===== src/logic/wh_test_mem_cfg.svh =====
// wormhole test memory configuration
`ifndef WH_TEST_MEM_CFG_SVH
`define WH_TEST_MEM_CFG_SVH

// wormhole link fields
`define WH_FLIT_WIDTH 32
`define WH_CORD_WIDTH 8
`define WH_LEN_WIDTH 4
`define WH_CID_WIDTH 2

// dma block shape
`define DMA_BURST_LEN 4
`define DMA_BEAT_WIDTH 2

// caches behind the link
`define NUM_CACHES 4
`define CACHE_ID_WIDTH 2
// source cord bits skipped before the cache id
`define WH_RUCHE_BITS 1

// per-cache memory region
`define MEM_WORDS_PER_CACHE 64
`define MEM_WORD_ADDR_WIDTH 6

`define FIFO_DEPTH 4

`endif


===== src/logic/dma_fifo.sv =====
// valid/yumi buffer FIFO
`timescale 1ns/10ps
`include "wh_test_mem_cfg.svh"

module dma_fifo #(
  parameter int width_p = `WH_FLIT_WIDTH,
  parameter int els_p   = `FIFO_DEPTH
) (
  input  logic                clk_i,
  input  logic                rst_i,
  input  logic [width_p-1:0]  data_i,
  input  logic                v_i,
  output logic                ready_o,
  output logic [width_p-1:0]  data_o,
  output logic                v_o,
  input  logic                yumi_i
);

  localparam int PTR_W = (els_p > 1) ? $clog2(els_p) : 1;
  localparam int CNT_W = $clog2(els_p + 1);

  logic [width_p-1:0] mem_r [els_p];
  logic [PTR_W-1:0]   rd_ptr_r;
  logic [PTR_W-1:0]   wr_ptr_r;
  logic [CNT_W-1:0]   count_r;
  logic               push;
  logic               pop;

  // pointers wrap at els_p, which need not be a power of two
  function automatic logic [PTR_W-1:0] next_ptr(input logic [PTR_W-1:0] ptr);
    if (ptr == PTR_W'(els_p - 1)) begin
      return '0;
    end
    return ptr + 1'b1;
  endfunction

  assign ready_o = (count_r != CNT_W'(els_p));
  assign v_o     = (count_r != '0);
  assign push    = v_i & ready_o;
  assign pop     = yumi_i & v_o;
  assign data_o  = mem_r[rd_ptr_r];

  always_ff @(posedge clk_i) begin
    if (rst_i) begin
      rd_ptr_r <= '0;
      wr_ptr_r <= '0;
      count_r  <= '0;
    end else begin
      if (push) begin
        wr_ptr_r <= next_ptr(wr_ptr_r);
      end
      if (pop) begin
        rd_ptr_r <= next_ptr(rd_ptr_r);
      end
      case ({push, pop})
        2'b10:   count_r <= count_r + 1'b1;
        2'b01:   count_r <= count_r - 1'b1;
        default: count_r <= count_r;
      endcase
    end
  end

  always_ff @(posedge clk_i) begin
    if (push) begin
      mem_r[wr_ptr_r] <= data_i;
    end
  end

  // producer only offers an item when there is room
  assert property (@(posedge clk_i) disable iff (rst_i) v_i |-> ready_o)
    else $error("push into a full FIFO");

  assert property (@(posedge clk_i) disable iff (rst_i) yumi_i |-> v_o)
    else $error("yumi on an empty FIFO");

endmodule


===== config.mk =====
export PLATFORM = sky130hd
export DESIGN_NAME = dma_fifo
export DESIGN_NICKNAME = d
export VERILOG_FILES = /design/src/logic/dma_fifo.sv
export VERILOG_INCLUDE_DIRS = /design/src /design/src/logic
export SDC_FILE = /design/constraint.sdc
export NUM_CORES = 1
export LEC_CHECK = 0
export BUFFER_PORTS_ARGS = -buffer_cell sky130_fd_sc_hd__buf_4
export CORE_ASPECT_RATIO = 1.25
export CORE_MARGIN = 3
export CORE_UTILIZATION = 61
export CTS_CLUSTER_DIAMETER = 50
export DETAILED_ROUTE_END_ITERATION = 8
export GPL_TIMING_DRIVEN = 0
export PLACE_DENSITY = 0.93
export SYNTH_ARGS = -nofsm -noshare
export SYNTH_HDL_FRONTEND = slang
export SYNTH_SLANG_ARGS = --single-unit

===== constraint.sdc =====
create_clock -name clk_i -period 3.9 [get_ports clk_i]
set_clock_uncertainty 0.1 [all_clocks]
set_input_delay 0.39 -clock clk_i [delete_from_list [all_inputs] [get_ports clk_i]]
set_output_delay 0.39 -clock clk_i [all_outputs]
set_load 0.005 [all_outputs]

==> metrics <==
outcome finished clean; register area share after synthesis 78.9%; CP endpoint kind primary output; Largest delay share family, worst path buffers and inverters; hpwl dp 5.16 mm; R2R Setup Slk 1.38 ns; critical path required time 3.41 ns; Setup crit end data_o[20]; GRT met3 Usage 7.24%; flops & latches, synth 137; Clock Latency Late Sink 0.52 ns; critical path's largest stage delay 0.55 ns; synthesized cell area 0.00510 mm²; min Tclk post-route 2.57 ns; Initial Util 64.0%; Max clock buf depth 2; Nets 381; final wirelength 9.43 mm; final hold violations 0; synthesized netlist cell count 219; Max-Cap Viols 0; met1 usage 27.2%; CP Cell Sequence buf_1 -> mux4_2 -> buf_4; TritonCTS buffer count 17; die area 0.00950 mm²; P_int 3360 µW; net count after synthesis 262; Flop pwr share 41.9%; vias per inst 5.69; htree depth 4; area of the core 0.00797 mm²; Comb power frac 20.0%; clk sink count 137; Synth Area per Inst 23.3 µm²; Std-Cell Rows 36; post_cts resized 0; R2R Path End count_r[2]; Hold Crit Class input port to flop; Final ANT Viol Nets 0; WS Path Type flop to primary output; grt total ovfl 0; post-CTS setup buffer count 0; Final Core Density 83.7%; clk root buf clkbuf_8; drt pass-1 iters 4; Max Slew Vio Count 0; TritonCTS clock tree yes; crit path max fanout 10; critical path depth in cells 3; DRT iter0 DRCs 233; drt drc 0; P per Cell Area 655 mW/mm²; clock power share 38.0%; Chip Height 108 µm; sw frac 23.2%; Via Count 2,536; setup TNS 0 ns; number of diodes 0; Fmax achieved 388 MHz; routed len/inst 21.1 µm; Area Growth Syn to Fin 30.8%; worst r2r path cells 9; gpl congestion 0.768; switching power total 1010 µW; M2 GR Usage 35.6%; crit path max-delay cell type buf_1; input/output buffers 68; Slew HR 41.7%; I/O pins 70; largest net degree at the start of global routing 33; Layout fillers 347; Final Setup Violations 0; layout cells sized above 1 40.5%; die width 87.8 µm; type of origin of the critical path flop; Synth cell types 26; GR peak layer met2; P_leak 0.00236 µW; clk slew on worst S/H paths 0.06 ns; Final period util 66.0%; Crit path buffers/inverters 2; Slew @ Worst Pin 0.874 ns; first-pass GRT wire length 14.6 mm; worst r2r src count_r[2]; global-route usage over all layers 21.8%; IR drop worst, VDD 0.000422 V; WP data arrival 2.08 ns; vias in the first global route 2,739; unrepaired setup endpoints after global routing no; antenna violations before repair 0; yosys warns 0
-- layout by cell type, fill, tap and decap left out, types with 2 or more instances in the layout --
cell type / n
edfxtp_1: 128
buf_4: 71
mux2i_1: 2
clkinv_2: 3
nor2_1: 4
a21oi_1: 3
or3_1: 2
nand2b_1: 2
ha_1: 6
xor2_1: 2
buf_1: 4
clkinvlp_4: 3
and3_2: 4
clkbuf_16: 16
dlygate4sd3_1: 32
inv_1: 6
dfxtp_1: 9
clkinv_1: 2
or3_2: 2
bufinv_16: 5
mux4_2: 32
-- kinds of logic after synthesis --
logic type	after synthesis	share of synthesized area, %
AOI/OAI and AO/OA	7	0.883
xor gates and xnor gates	2	0.343
adders and majority gates	7	1.86
buffers and inverters	15	1.50
DFF	137	78.9
muxes	34	14.5
and+or+nand+nor	17	2.01
-- metrics by stage --
stage	instance area (µm²)	hold WS [ns]	total power, µW	instances	worst slack (ns)
detailed placement	5730	0.420	2710	382	1.39
global placement	5730	0.376	2670	382	1.43
floorplan	5100	0.363	2330	219	1.55
CTS	6670	0.0768	4410	446	1.29
global route	6670	0.0945	4550	446	1.20
finish	6670	0.0992	4370	446	1.33
-- area by class of cell --
cell class | instances | area (µm²) | area share (%)
buffer | 9 | 53.8 | 0.806
clock buffer | 18 | 418 | 6.26
clock inverter | 14 | 204 | 3.06
inverter | 6 | 22.5 | 0.337
multi-input combinational | 67 | 1000 | 15.0
sequential | 137 | 4020 | 60.3
tap | 95 | 119 | 1.78
timing repair buffer | 100 | 831 | 12.4
-- worst min-delay path by stage --
| stage | endpoint | slack [ns] | cells after the start | startpoint |
|---|---|---|---|---|
| floorplan | flop | 0.36 | 2 | rd_ptr_r[0] |
| global placement | rd_ptr_r[0] | 0.38 | 2 | rd_ptr_r[0] |
| detailed placement | rd_ptr_r[0] | 0.42 | 2 | rd_ptr_r[0] |
| CTS | wr_ptr_r[0] | 0.08 | 3 | v_i |
| global route | wr_ptr_r[0] | 0.09 | 3 | v_i |
| finish | wr_ptr_r[0] | 0.1 | 3 | v_i |
-- power by group through the flow --
stage,combinational (µW),clock [µW],sequential [µW]
after CTS,895,1680,1830
after global placement,825,0,1840
final,876,1660,1830
after floorplan,496,0,1830
after detailed placement,852,0,1860
after global routing,952,1750,1840
-- cell usage after synthesis --
cell,count,area (µm²)
edfxtp_1,128,3840
buf_4,3,22.5
mux2i_1,2,20.0
or3_1,2,12.5
fa_1,1,20.0
buf_2,1,5.00
o21ai_0,1,5.00
nand2_1,1,3.75
o31ai_1,1,7.51
a21oi_1,3,15.0
or3_2,2,15.0
or3b_1,1,8.76
xor2_1,2,17.5
inv_1,6,22.5
and3_1,1,6.26
and3_2,3,22.5
dfxtp_1,9,180
a211o_1,1,8.76
ha_1,6,75.1
buf_1,4,15.0
nand2_2,1,6.26
nand2b_1,2,12.5
mux4_2,32,721
buf_6,1,11.3
o21ai_2,1,8.76
nor2_1,4,15.0
-- sequential cells by signal (all words and copies together), names as in the netlist, named ones only --
| signal | count |
|---|---|
| count_r | 3 |
| mem_r | 128 |
| rd_ptr_r | 2 |
| wr_ptr_r | 2 |
-- layer usage --
layer,vias up,wire length [µm]
met1,1275,3620
met3,14,565
met2,101,5100
li1,1146,-
met4,0,143
met5,-,0
-- worst reg2reg max path, stage by stage, from the launching register on --
cell and delay [ns]:
dfxtp_1 0.38, or3b_1 0.38, buf_6 0.14, nand2_2 0.10
ha_1 0.19, inv_1 0.06, fa_1 0.38, xor2_1 0.16
or3_2 0.41, a21oi_1 0.15
-- repair_timing --
| item | CTS | global route |
|---|---|---|
| endpoints found under the hold margin | 128 | 0 |
| endpoints found under the setup margin | 0 | 0 |
| hold buffers | 32 | 0 |
Power figures use the tool's default switching activity.
