--- config.mk ---
export PLATFORM = sky130hd
export DESIGN_NAME = wh_packet_unpacker
export DESIGN_NICKNAME = d
export VERILOG_FILES = /design/src/logic/wh_test_mem_pkg.sv /design/src/logic/wh_packet_unpacker.sv
export VERILOG_INCLUDE_DIRS = /design/src /design/src/logic
export SDC_FILE = /design/constraint.sdc
export NUM_CORES = 1
export LEC_CHECK = 0
export BUFFER_PORTS_ARGS = -buffer_cell sky130_fd_sc_hd__buf_2
export CORE_ASPECT_RATIO = 0.9
export CORE_UTILIZATION = 40
export CTS_CLUSTER_SIZE = 40
export DETAILED_ROUTE_END_ITERATION = 8
export GPL_ROUTABILITY_DRIVEN = 0
export PLACE_DENSITY = 0.84
export SETUP_SLACK_MARGIN = 0.05
export SLEW_MARGIN = 10
export SYNTH_ARGS = -nofsm -noshare
export SYNTH_HDL_FRONTEND = slang
export SYNTH_SLANG_ARGS = --single-unit
--- constraint.sdc ---
create_clock -name clk_i -period 2 [get_ports clk_i]
set_input_delay 0.3 -clock clk_i [delete_from_list [all_inputs] [get_ports clk_i]]
set_output_delay 0.3 -clock clk_i [all_outputs]
set_load 0.02 [all_outputs]
--- src/logic/wh_test_mem_cfg.svh ---
// wormhole test memory configuration
`ifndef WH_TEST_MEM_CFG_SVH
`define WH_TEST_MEM_CFG_SVH

// wormhole link fields
`define WH_FLIT_WIDTH 32
`define WH_CORD_WIDTH 8
`define WH_LEN_WIDTH 4
`define WH_CID_WIDTH 2

// dma block shape
`define DMA_BURST_LEN 4
`define DMA_BEAT_WIDTH 2

// caches behind the link
`define NUM_CACHES 4
`define CACHE_ID_WIDTH 2
// source cord bits skipped before the cache id
`define WH_RUCHE_BITS 1

// per-cache memory region
`define MEM_WORDS_PER_CACHE 64
`define MEM_WORD_ADDR_WIDTH 6

`define FIFO_DEPTH 4

`endif

--- src/logic/wh_test_mem_pkg.sv ---
// wormhole test memory types
`include "wh_test_mem_cfg.svh"

package wh_test_mem_pkg;

  // opcode bit of the header flit
  typedef enum logic {
    WH_READ  = 1'b0,
    WH_WRITE = 1'b1
  } wh_opcode_e;

  typedef enum logic [1:0] {
    UNPACK_HEADER = 2'd0,
    UNPACK_ADDR   = 2'd1,
    UNPACK_DATA   = 2'd2
  } unpack_state_e;

  typedef enum logic [1:0] {
    RESP_IDLE   = 2'd0,
    RESP_WRITE  = 2'd1,
    RESP_HEADER = 2'd2,
    RESP_DATA   = 2'd3
  } resp_state_e;

  // one block request as seen by the memory
  typedef struct packed {
    wh_opcode_e                       opcode;
    logic [`CACHE_ID_WIDTH-1:0]       cache_id;
    // word index of the block, low beat bits are zero
    logic [`MEM_WORD_ADDR_WIDTH-1:0]  word_addr;
    logic [`WH_CORD_WIDTH-1:0]        return_cord;
    logic [`WH_CID_WIDTH-1:0]         cid;
  } dma_req_s;

endpackage

--- src/logic/wh_packet_unpacker.sv ---
// wormhole packet unpacker
`timescale 1ns/10ps
`include "wh_test_mem_cfg.svh"

module wh_packet_unpacker (
  input  logic                         clk_i,
  input  logic                         rst_i,
  input  logic [`WH_FLIT_WIDTH-1:0]    in_flit_i,
  input  logic                         in_v_i,
  output logic                         in_ready_o,
  output wh_test_mem_pkg::dma_req_s    req_o,
  output logic                         req_v_o,
  input  logic                         req_ready_i,
  output logic [`WH_FLIT_WIDTH-1:0]    wdata_o,
  output logic                         wdata_v_o,
  input  logic                         wdata_ready_i
);
  import wh_test_mem_pkg::*;

  localparam int CORD_W  = `WH_CORD_WIDTH;
  localparam int LEN_W   = `WH_LEN_WIDTH;
  localparam int CID_W   = `WH_CID_WIDTH;
  localparam int WORD_W  = `MEM_WORD_ADDR_WIDTH;
  localparam int BEAT_W  = `DMA_BEAT_WIDTH;
  localparam int LEN_LSB = CORD_W;
  localparam int SRC_LSB = LEN_LSB + LEN_W;
  localparam int CID_LSB = SRC_LSB + CORD_W;
  localparam int OP_LSB  = CID_LSB + CID_W;
  // byte offset inside one word
  localparam int BYTE_W  = $clog2(`WH_FLIT_WIDTH / 8);

  unpack_state_e       state_r;
  logic                live_r;
  logic                in_fire;
  logic [LEN_W-1:0]    data_cnt_r;
  logic [CORD_W-1:0]   src_cord_r;
  logic [CID_W-1:0]    cid_r;
  logic [LEN_W-1:0]    len_r;
  wh_opcode_e          opcode_r;

  // link opens one cycle after reset is released
  always_comb begin
    case (state_r)
      UNPACK_HEADER: in_ready_o = live_r;
      UNPACK_ADDR:   in_ready_o = req_ready_i;
      default:       in_ready_o = wdata_ready_i;
    endcase
  end

  assign in_fire = in_v_i & in_ready_o;

  // request is pushed while the address flit transfers
  assign req_v_o = in_fire & (state_r == UNPACK_ADDR);

  always_comb begin
    req_o.opcode      = opcode_r;
    req_o.cache_id    = src_cord_r[`WH_RUCHE_BITS +: `CACHE_ID_WIDTH];
    // byte address to block-aligned word index, wraps per region
    req_o.word_addr   = {in_flit_i[BYTE_W+BEAT_W +: WORD_W-BEAT_W], {BEAT_W{1'b0}}};
    req_o.return_cord = src_cord_r;
    req_o.cid         = cid_r;
  end

  // write data goes straight into the data FIFO
  assign wdata_o   = in_flit_i;
  assign wdata_v_o = in_fire & (state_r == UNPACK_DATA);

  always_ff @(posedge clk_i) begin
    if (rst_i) begin
      state_r    <= UNPACK_HEADER;
      live_r     <= 1'b0;
      data_cnt_r <= '0;
    end else begin
      live_r <= 1'b1;
      if (in_fire) begin
        case (state_r)
          UNPACK_HEADER: begin
            state_r <= UNPACK_ADDR;
          end
          UNPACK_ADDR: begin
            // flits left after the address
            data_cnt_r <= len_r - 1'b1;
            if (opcode_r == WH_WRITE) begin
              state_r <= UNPACK_DATA;
            end else begin
              state_r <= UNPACK_HEADER;
            end
          end
          default: begin
            data_cnt_r <= data_cnt_r - 1'b1;
            if (data_cnt_r == LEN_W'(1)) begin
              state_r <= UNPACK_HEADER;
            end
          end
        endcase
      end
    end
  end

  // header fields held for the rest of the packet
  always_ff @(posedge clk_i) begin
    if (in_fire && (state_r == UNPACK_HEADER)) begin
      len_r      <= in_flit_i[LEN_LSB +: LEN_W];
      src_cord_r <= in_flit_i[SRC_LSB +: CORD_W];
      cid_r      <= in_flit_i[CID_LSB +: CID_W];
      opcode_r   <= wh_opcode_e'(in_flit_i[OP_LSB]);
    end
  end

  // a write carries one address and a full block, a read only the address
  assert property (@(posedge clk_i) disable iff (rst_i)
    (in_fire && (state_r == UNPACK_HEADER)) |->
      (in_flit_i[LEN_LSB +: LEN_W] ==
        (in_flit_i[OP_LSB] ? LEN_W'(`DMA_BURST_LEN + 1) : LEN_W'(1))))
    else $error("header len does not match opcode");

endmodule

==> impl_metrics.toml, run 1 <==
[yosys]
ys_seq_area_share_pct = 46.83
synth_common_cells = "buf_4, edfxtp_1, a21oi_1, dfxtp_1, inv_1"
synth_seq_cells = 22
syn_avg_cell_area_um2 = 11.06
synth_top_flop_cell = "edfxtp_1"
yosys.area.top_type = "edfxtp_1"
synth_warnings = 0
synth.distinct_cells = 31
synthTopCellsByArea = "edfxtp_1, buf_4, dfxtp_1"
netlist.area_leader.share_pct = 35.71
syn_inst = 114
synth-edff-count = 15
synth.cell_area_um2 = 1261
synthMostInstantiatedCell = "buf_4"
synthArstFlopShare_pct = 0

[detailed_routing]
wl_um = 2062
avgViaCountPerCell = 4.716
vias = 797
postRouteAntennaNets = 0
drt_iter0_drc = 7
wire_per_inst_um = 12.20
drc = 0
first_pass_iters = 4

[clocking]
htreeDepth = 1
clockRootBuffer = "clkbuf_4"
clk_latency_ns = 0.30
clockBufferDepth = 2
tritoncts = "built"
cts.sinks = 22
clk_pin_slew_ns = 0.11
holdBufCountCts = 0
cts_buffers = 3

[placement]
dp_hpwl_um = 1688
io_buffer_count = 50
dp.cells = 165
place_area_um2 = 1261
place_ws_ns = -0.004159

[finish]
stdcell_area_um2 = 1304
drive_above_1_share_pct = 48.06
utilization_pct = 45.58
nets = 170
n_antenna_cell = 0
fillers = 276
multi_input_area_um2 = 342.8
regArea_um2 = 590.6
final_cell_count_no_fill = 169
syn_to_final_growth_pct = 3.373

[timing]
timing.fmax_mhz = 557.6
rsz0062_at_grt = "no"
finClkSkew_ns = 0.002806
tightest_slew_ns = 0.7126
setup_viol = 0
slew_viol_final = 0
post-route-min-period_ns = 1.794
min_period_over_period_pct = 89.68
hold_violations = 0
setup_ws_ns = 0.2064
slew_headroom_pct = 52.34

[global_routing]
overflow = 0
grt_pass1_vias = 809
grt_pass1_wl_um = 3284
antenna_found_initial = 0
grt_max_degree = 17
grt_usage_pct = 12.77

[power]
p_clk_share_pct = 23.5
seqPwrFrac_pct = 53.7
p_leak_nw = 0.5595
p_sw_uw = 288.9
switching_share_pct = 28.47
combPwrFrac_pct = 22.8
intPower_uw = 725.7
vdd_ir_drop_max_mv = 0.5997
power_density_nw_per_um2 = 778.2

[floorplan]
die_area_um2 = 3382
rows = 18
design.portCount = 91
dieHeight_um = 55.27
start_util_pct = 44.09
die_w_um = 61.19
core_area_um2 = 2860

[setup_path]
endpoint_kind = "output pin"
worstPathRequired_ns = 1.70
setup.worst_path.start_class = "flop"
critPathKind = "reg2out"
crit_path_start = "state_r[0]"
cp.arrival_ns = 1.49
critPathMaxFanout = 4
r2r_start = "state_r[1]"

[hold_path]
min_path_type = "in2reg"
hp-start = "in_flit_i[10]"

[job]
drv_cap = 0

[run_status]
outcome = "complete, no violations"
==> through the flow <==
| step | hold WS, ns | total power [mW] | setup TNS [ns] |
|---|---|---|---|
| after floorplan | 0.3691 | 0.7918 | 0 |
| after global placement | 0.4881 | 0.7750 | 0 |
| after detailed placement | 0.4895 | 0.7855 | -0.05382 |
| after CTS | 0.1621 | 1.027 | 0 |
| after global routing | 0.1476 | 1.069 | 0 |
| final | 0.1751 | 1.015 | 0 |
==> power groups by stage <==
stage	Clock (mW)	Combinational [mW]	Sequential [mW]
after floorplan	0	0.219	0.573
after global placement	0	0.221	0.554
after detailed placement	0	0.230	0.556
after CTS	0.249	0.233	0.545
after global routing	0.269	0.251	0.549
final	0.239	0.231	0.545
==> worst max-delay path, stage by stage, from the launching register on <==
cell      delay, ns
dfxtp_1        0.37
mux2_4         0.33
o211ai_4       0.23
nor3b_1        0.09
buf_2          0.16
==> state kept, by name (all words and copies together), names as in the netlist <==
register and flops:
state_r 2, src_cord_r 8, live_r 1, len_r 4
opcode_r 1, data_cnt_r 4, cid_r 2
==> routing by layer <==
| layer | routed length, um | global-route usage (%) | vias up |
|---|---|---|---|
| met3 | 205 | 3.747 | 8 |
| met4 | 36 | 5.844 | 0 |
| met2 | 1015 | 22.52 | 50 |
| met5 | 0 | 0 | - |
| met1 | 805 | 13.42 | 358 |
| li1 | - | - | 381 |
==> final cells by class <==
class                   instances  share of cell area [%]
flip-flops and latches         22                   45.30
multi-input cells              46                   26.30
repair buffers                 52                   20.35
well taps                      40                   3.839
clock buffers                   4                   2.783
inverters                       5                   1.440
==> cell usage in the layout (no fill, tap or decap), drive strengths merged <==
cell,synthesis,routed
a21boi,2,2
o21a,3,3
dfxtp,7,7
nand3,1,1
a211oi,2,2
a21oi,7,7
inv,5,5
a21bo,1,1
nand3b,1,1
edfxtp,15,15
clkbuf,0,4
ha,3,3
a311oi,1,1
o31ai,1,1
nor2,3,3
nor3,2,2
o211ai,1,1
nor3b,1,1
o21ai,2,2
nand2,3,3
conb,1,2
and2b,1,1
mux2,1,1
or4,1,1
buf,42,52
nand2b,3,3
mux2i,2,2
or3,1,1
xor2,1,1
==> final timing paths <==
check / cells after the start / slack, ns / endpoint
setup / recovery: 4 / 0.21 / wdata_v_o
hold / removal: 1 / 0.18 / len_r[2]
setup reg to reg: 3 / 0.40 / len_r[3]
hold reg to reg: 2 / 0.53 / data_cnt_r[1]
==> kinds of logic after synthesis <==
group / synth area share [%]
buf+inv: 26.79
flops: 46.82
compound gates: 11.81
simple gates: 7.838
fa+ha+maj: 2.977
mux: 2.777
other cells: 0.2973
xor+xnor: 0.6946
==> repair_timing <==
item | in CTS | in global routing
buffers inserted | 0 | 0
setup endpoints to repair | 15 | 0
resized for setup | 1 | 0
(Power assumes the default switching activity.)
==> run 2: changes to the inputs <==
==> constraint.sdc (replaced) <==
create_clock -name clk_i -period 2 [get_ports clk_i]
set_input_delay 0.2 -clock clk_i [delete_from_list [all_inputs] [get_ports clk_i]]
set_output_delay 0.2 -clock clk_i [all_outputs]
set_load 0.02 [all_outputs]
==> run 2 against run 1 <==
Against the previous run: clock-buffer cell count did not move; first-iteration DRC count rose by 57%; sequential share of layout area did not move; largest power group unchanged; design area did not move; flip-flop and latch count did not move; core utilization did not move; global-route usage rose by 0.64 points; combinational power barely moved; die area did not move; via count rose by 2.8%.
==> impl_metrics.toml, run 2 (synthesis gave the netlist of run 1 again) <==
[run_status]
outcome = "complete, no violations"

[finish]
reg_top3 = "src_cord_r: 8 flops, data_cnt_r: 4 flops, len_r: 4 flops"
drive_above_1_share_pct = 48.06
final_cell_mix = "buf_2, edfxtp_1, a21oi_1, dfxtp_1, inv_1"
fillers = 269
largest_register = "src_cord_r"
final_common_cell = "buf_2"
utilization_pct = 45.58
nets = 170
syn_to_final_growth_pct = 3.373
n_antenna_cell = 0
largest_register_ffs = 8

[timing]
setup_ws_ns = 0.2955
min_period_over_period_pct = 85.22
post-route-min-period_ns = 1.704
tns_ns = 0
timing.fmax_mhz = 586.7
setup_viol = 0
hold_violations = 0
hold_slack_ns = 0.07757
finClkSkew_ns = 0.006324
slew_headroom_pct = 52.88
tightest_slew_ns = 0.7046
slew_viol_final = 0
rsz0062_at_grt = "no"

[global_routing]
overflow = 0
grt_max_degree = 17
grt_pass1_vias = 810
grt_pass1_wl_um = 3429
grt_usage_pct = 13.41
antenna_found_initial = 0

[floorplan]
rows = 18
die_w_um = 61.19
die_area_um2 = 3382
dieHeight_um = 55.27
core_area_um2 = 2860
start_util_pct = 44.09
design.portCount = 91

[placement]
place_ws_ns = 0.08037
io_buffer_count = 50
dp_hpwl_um = 1735

[hold_path]
hold_depth = 1
min_path_type = "in2reg"

[detailed_routing]
drc = 0
wl_um = 2138
first_pass_iters = 5
drt_iter0_drc = 11
wire_per_inst_um = 12.65
postRouteAntennaNets = 0
avgViaCountPerCell = 4.846
vias = 819

[clocking]
clockBufferDepth = 2
cts.sinks = 22
htreeDepth = 1
clockRootBuffer = "clkbuf_4"
clk_latency_ns = 0.30
tritoncts = "built"
post_cts_buffers = 0
cts_buffers = 3
clk_pin_slew_ns = 0.12

[setup_path]
endpoint_kind = "output pin"
cp.arrival_ns = 1.50
r2r_cells = 3
worstPathRequired_ns = 1.80
critPathKind = "reg2out"
critPathMaxFanout = 4
setup.worst_path.start_class = "flop"

[power]
power_density_nw_per_um2 = 778.1
vdd_ir_drop_max_mv = 0.5361
p_leak_nw = 0.5595

[job]
drv_cap = 0
[run 2: through the flow]
stage,instance area (um2),power [mW],instances
5_1_grt,1304,1.065,169
2_1_floorplan,1265,0.7918,115
3_5_place_dp,1261,0.7847,165
6_report,1304,1.014,169
4_1_cts,1304,1.023,169
3_3_place_gp,1261,0.7755,165
[run 2: final cells by class]
type                       instances  area, um2  share of cell area [%]
tap                               40      50.05                   3.839
clock buffer                       4      36.28                   2.783
timing repair buffer              52      265.3                   20.35
inverter                           5      18.77                   1.440
sequential                        22      590.6                   45.30
multi-input combinational         46      342.8                   26.30
[run 2: timing repair]
action	CTS	global route
setup endpoints to repair	15	0
hold buffers	0	0
resized for setup	1	0
[run 2: metal layers]
layer | vias to the layer above | GRT usage, % | part of all wire, %
met3 | 8 | 3.279 | 10
met5 | - | 0 | 0
met2 | 56 | 24.69 | 53
met1 | 378 | 13.64 | 36
li1 | 377 | - | -
met4 | 0 | 5.844 | 1.3
[run 2: worst paths after layout]
check | end | startpoint | slack [ns]
hold reg to reg | data_cnt_r[1] | data_cnt_r[1] | 0.55
setup reg to reg | len_r[1] | state_r[1] | 0.38
setup / recovery | wdata_v_o | state_r[0] | 0.30
hold / removal | opcode_r | in_flit_i[22] | 0.08
[run 2: power breakdown]
group	internal (mW)	total, mW	switching (mW)	leakage, nW
combinational	0.0877	0.230	0.143	0.342
clock	0.111	0.238	0.127	0.0210
sequential	0.527	0.546	0.0193	0.197
total	0.725	1.01	0.289	0.559
[run 2: worst max-delay path: stages, from the launching register on]
cell,delay (ns)
dfxtp_1,0.38
mux2_4,0.34
o211ai_4,0.24
nor3b_1,0.08
buf_2,0.16
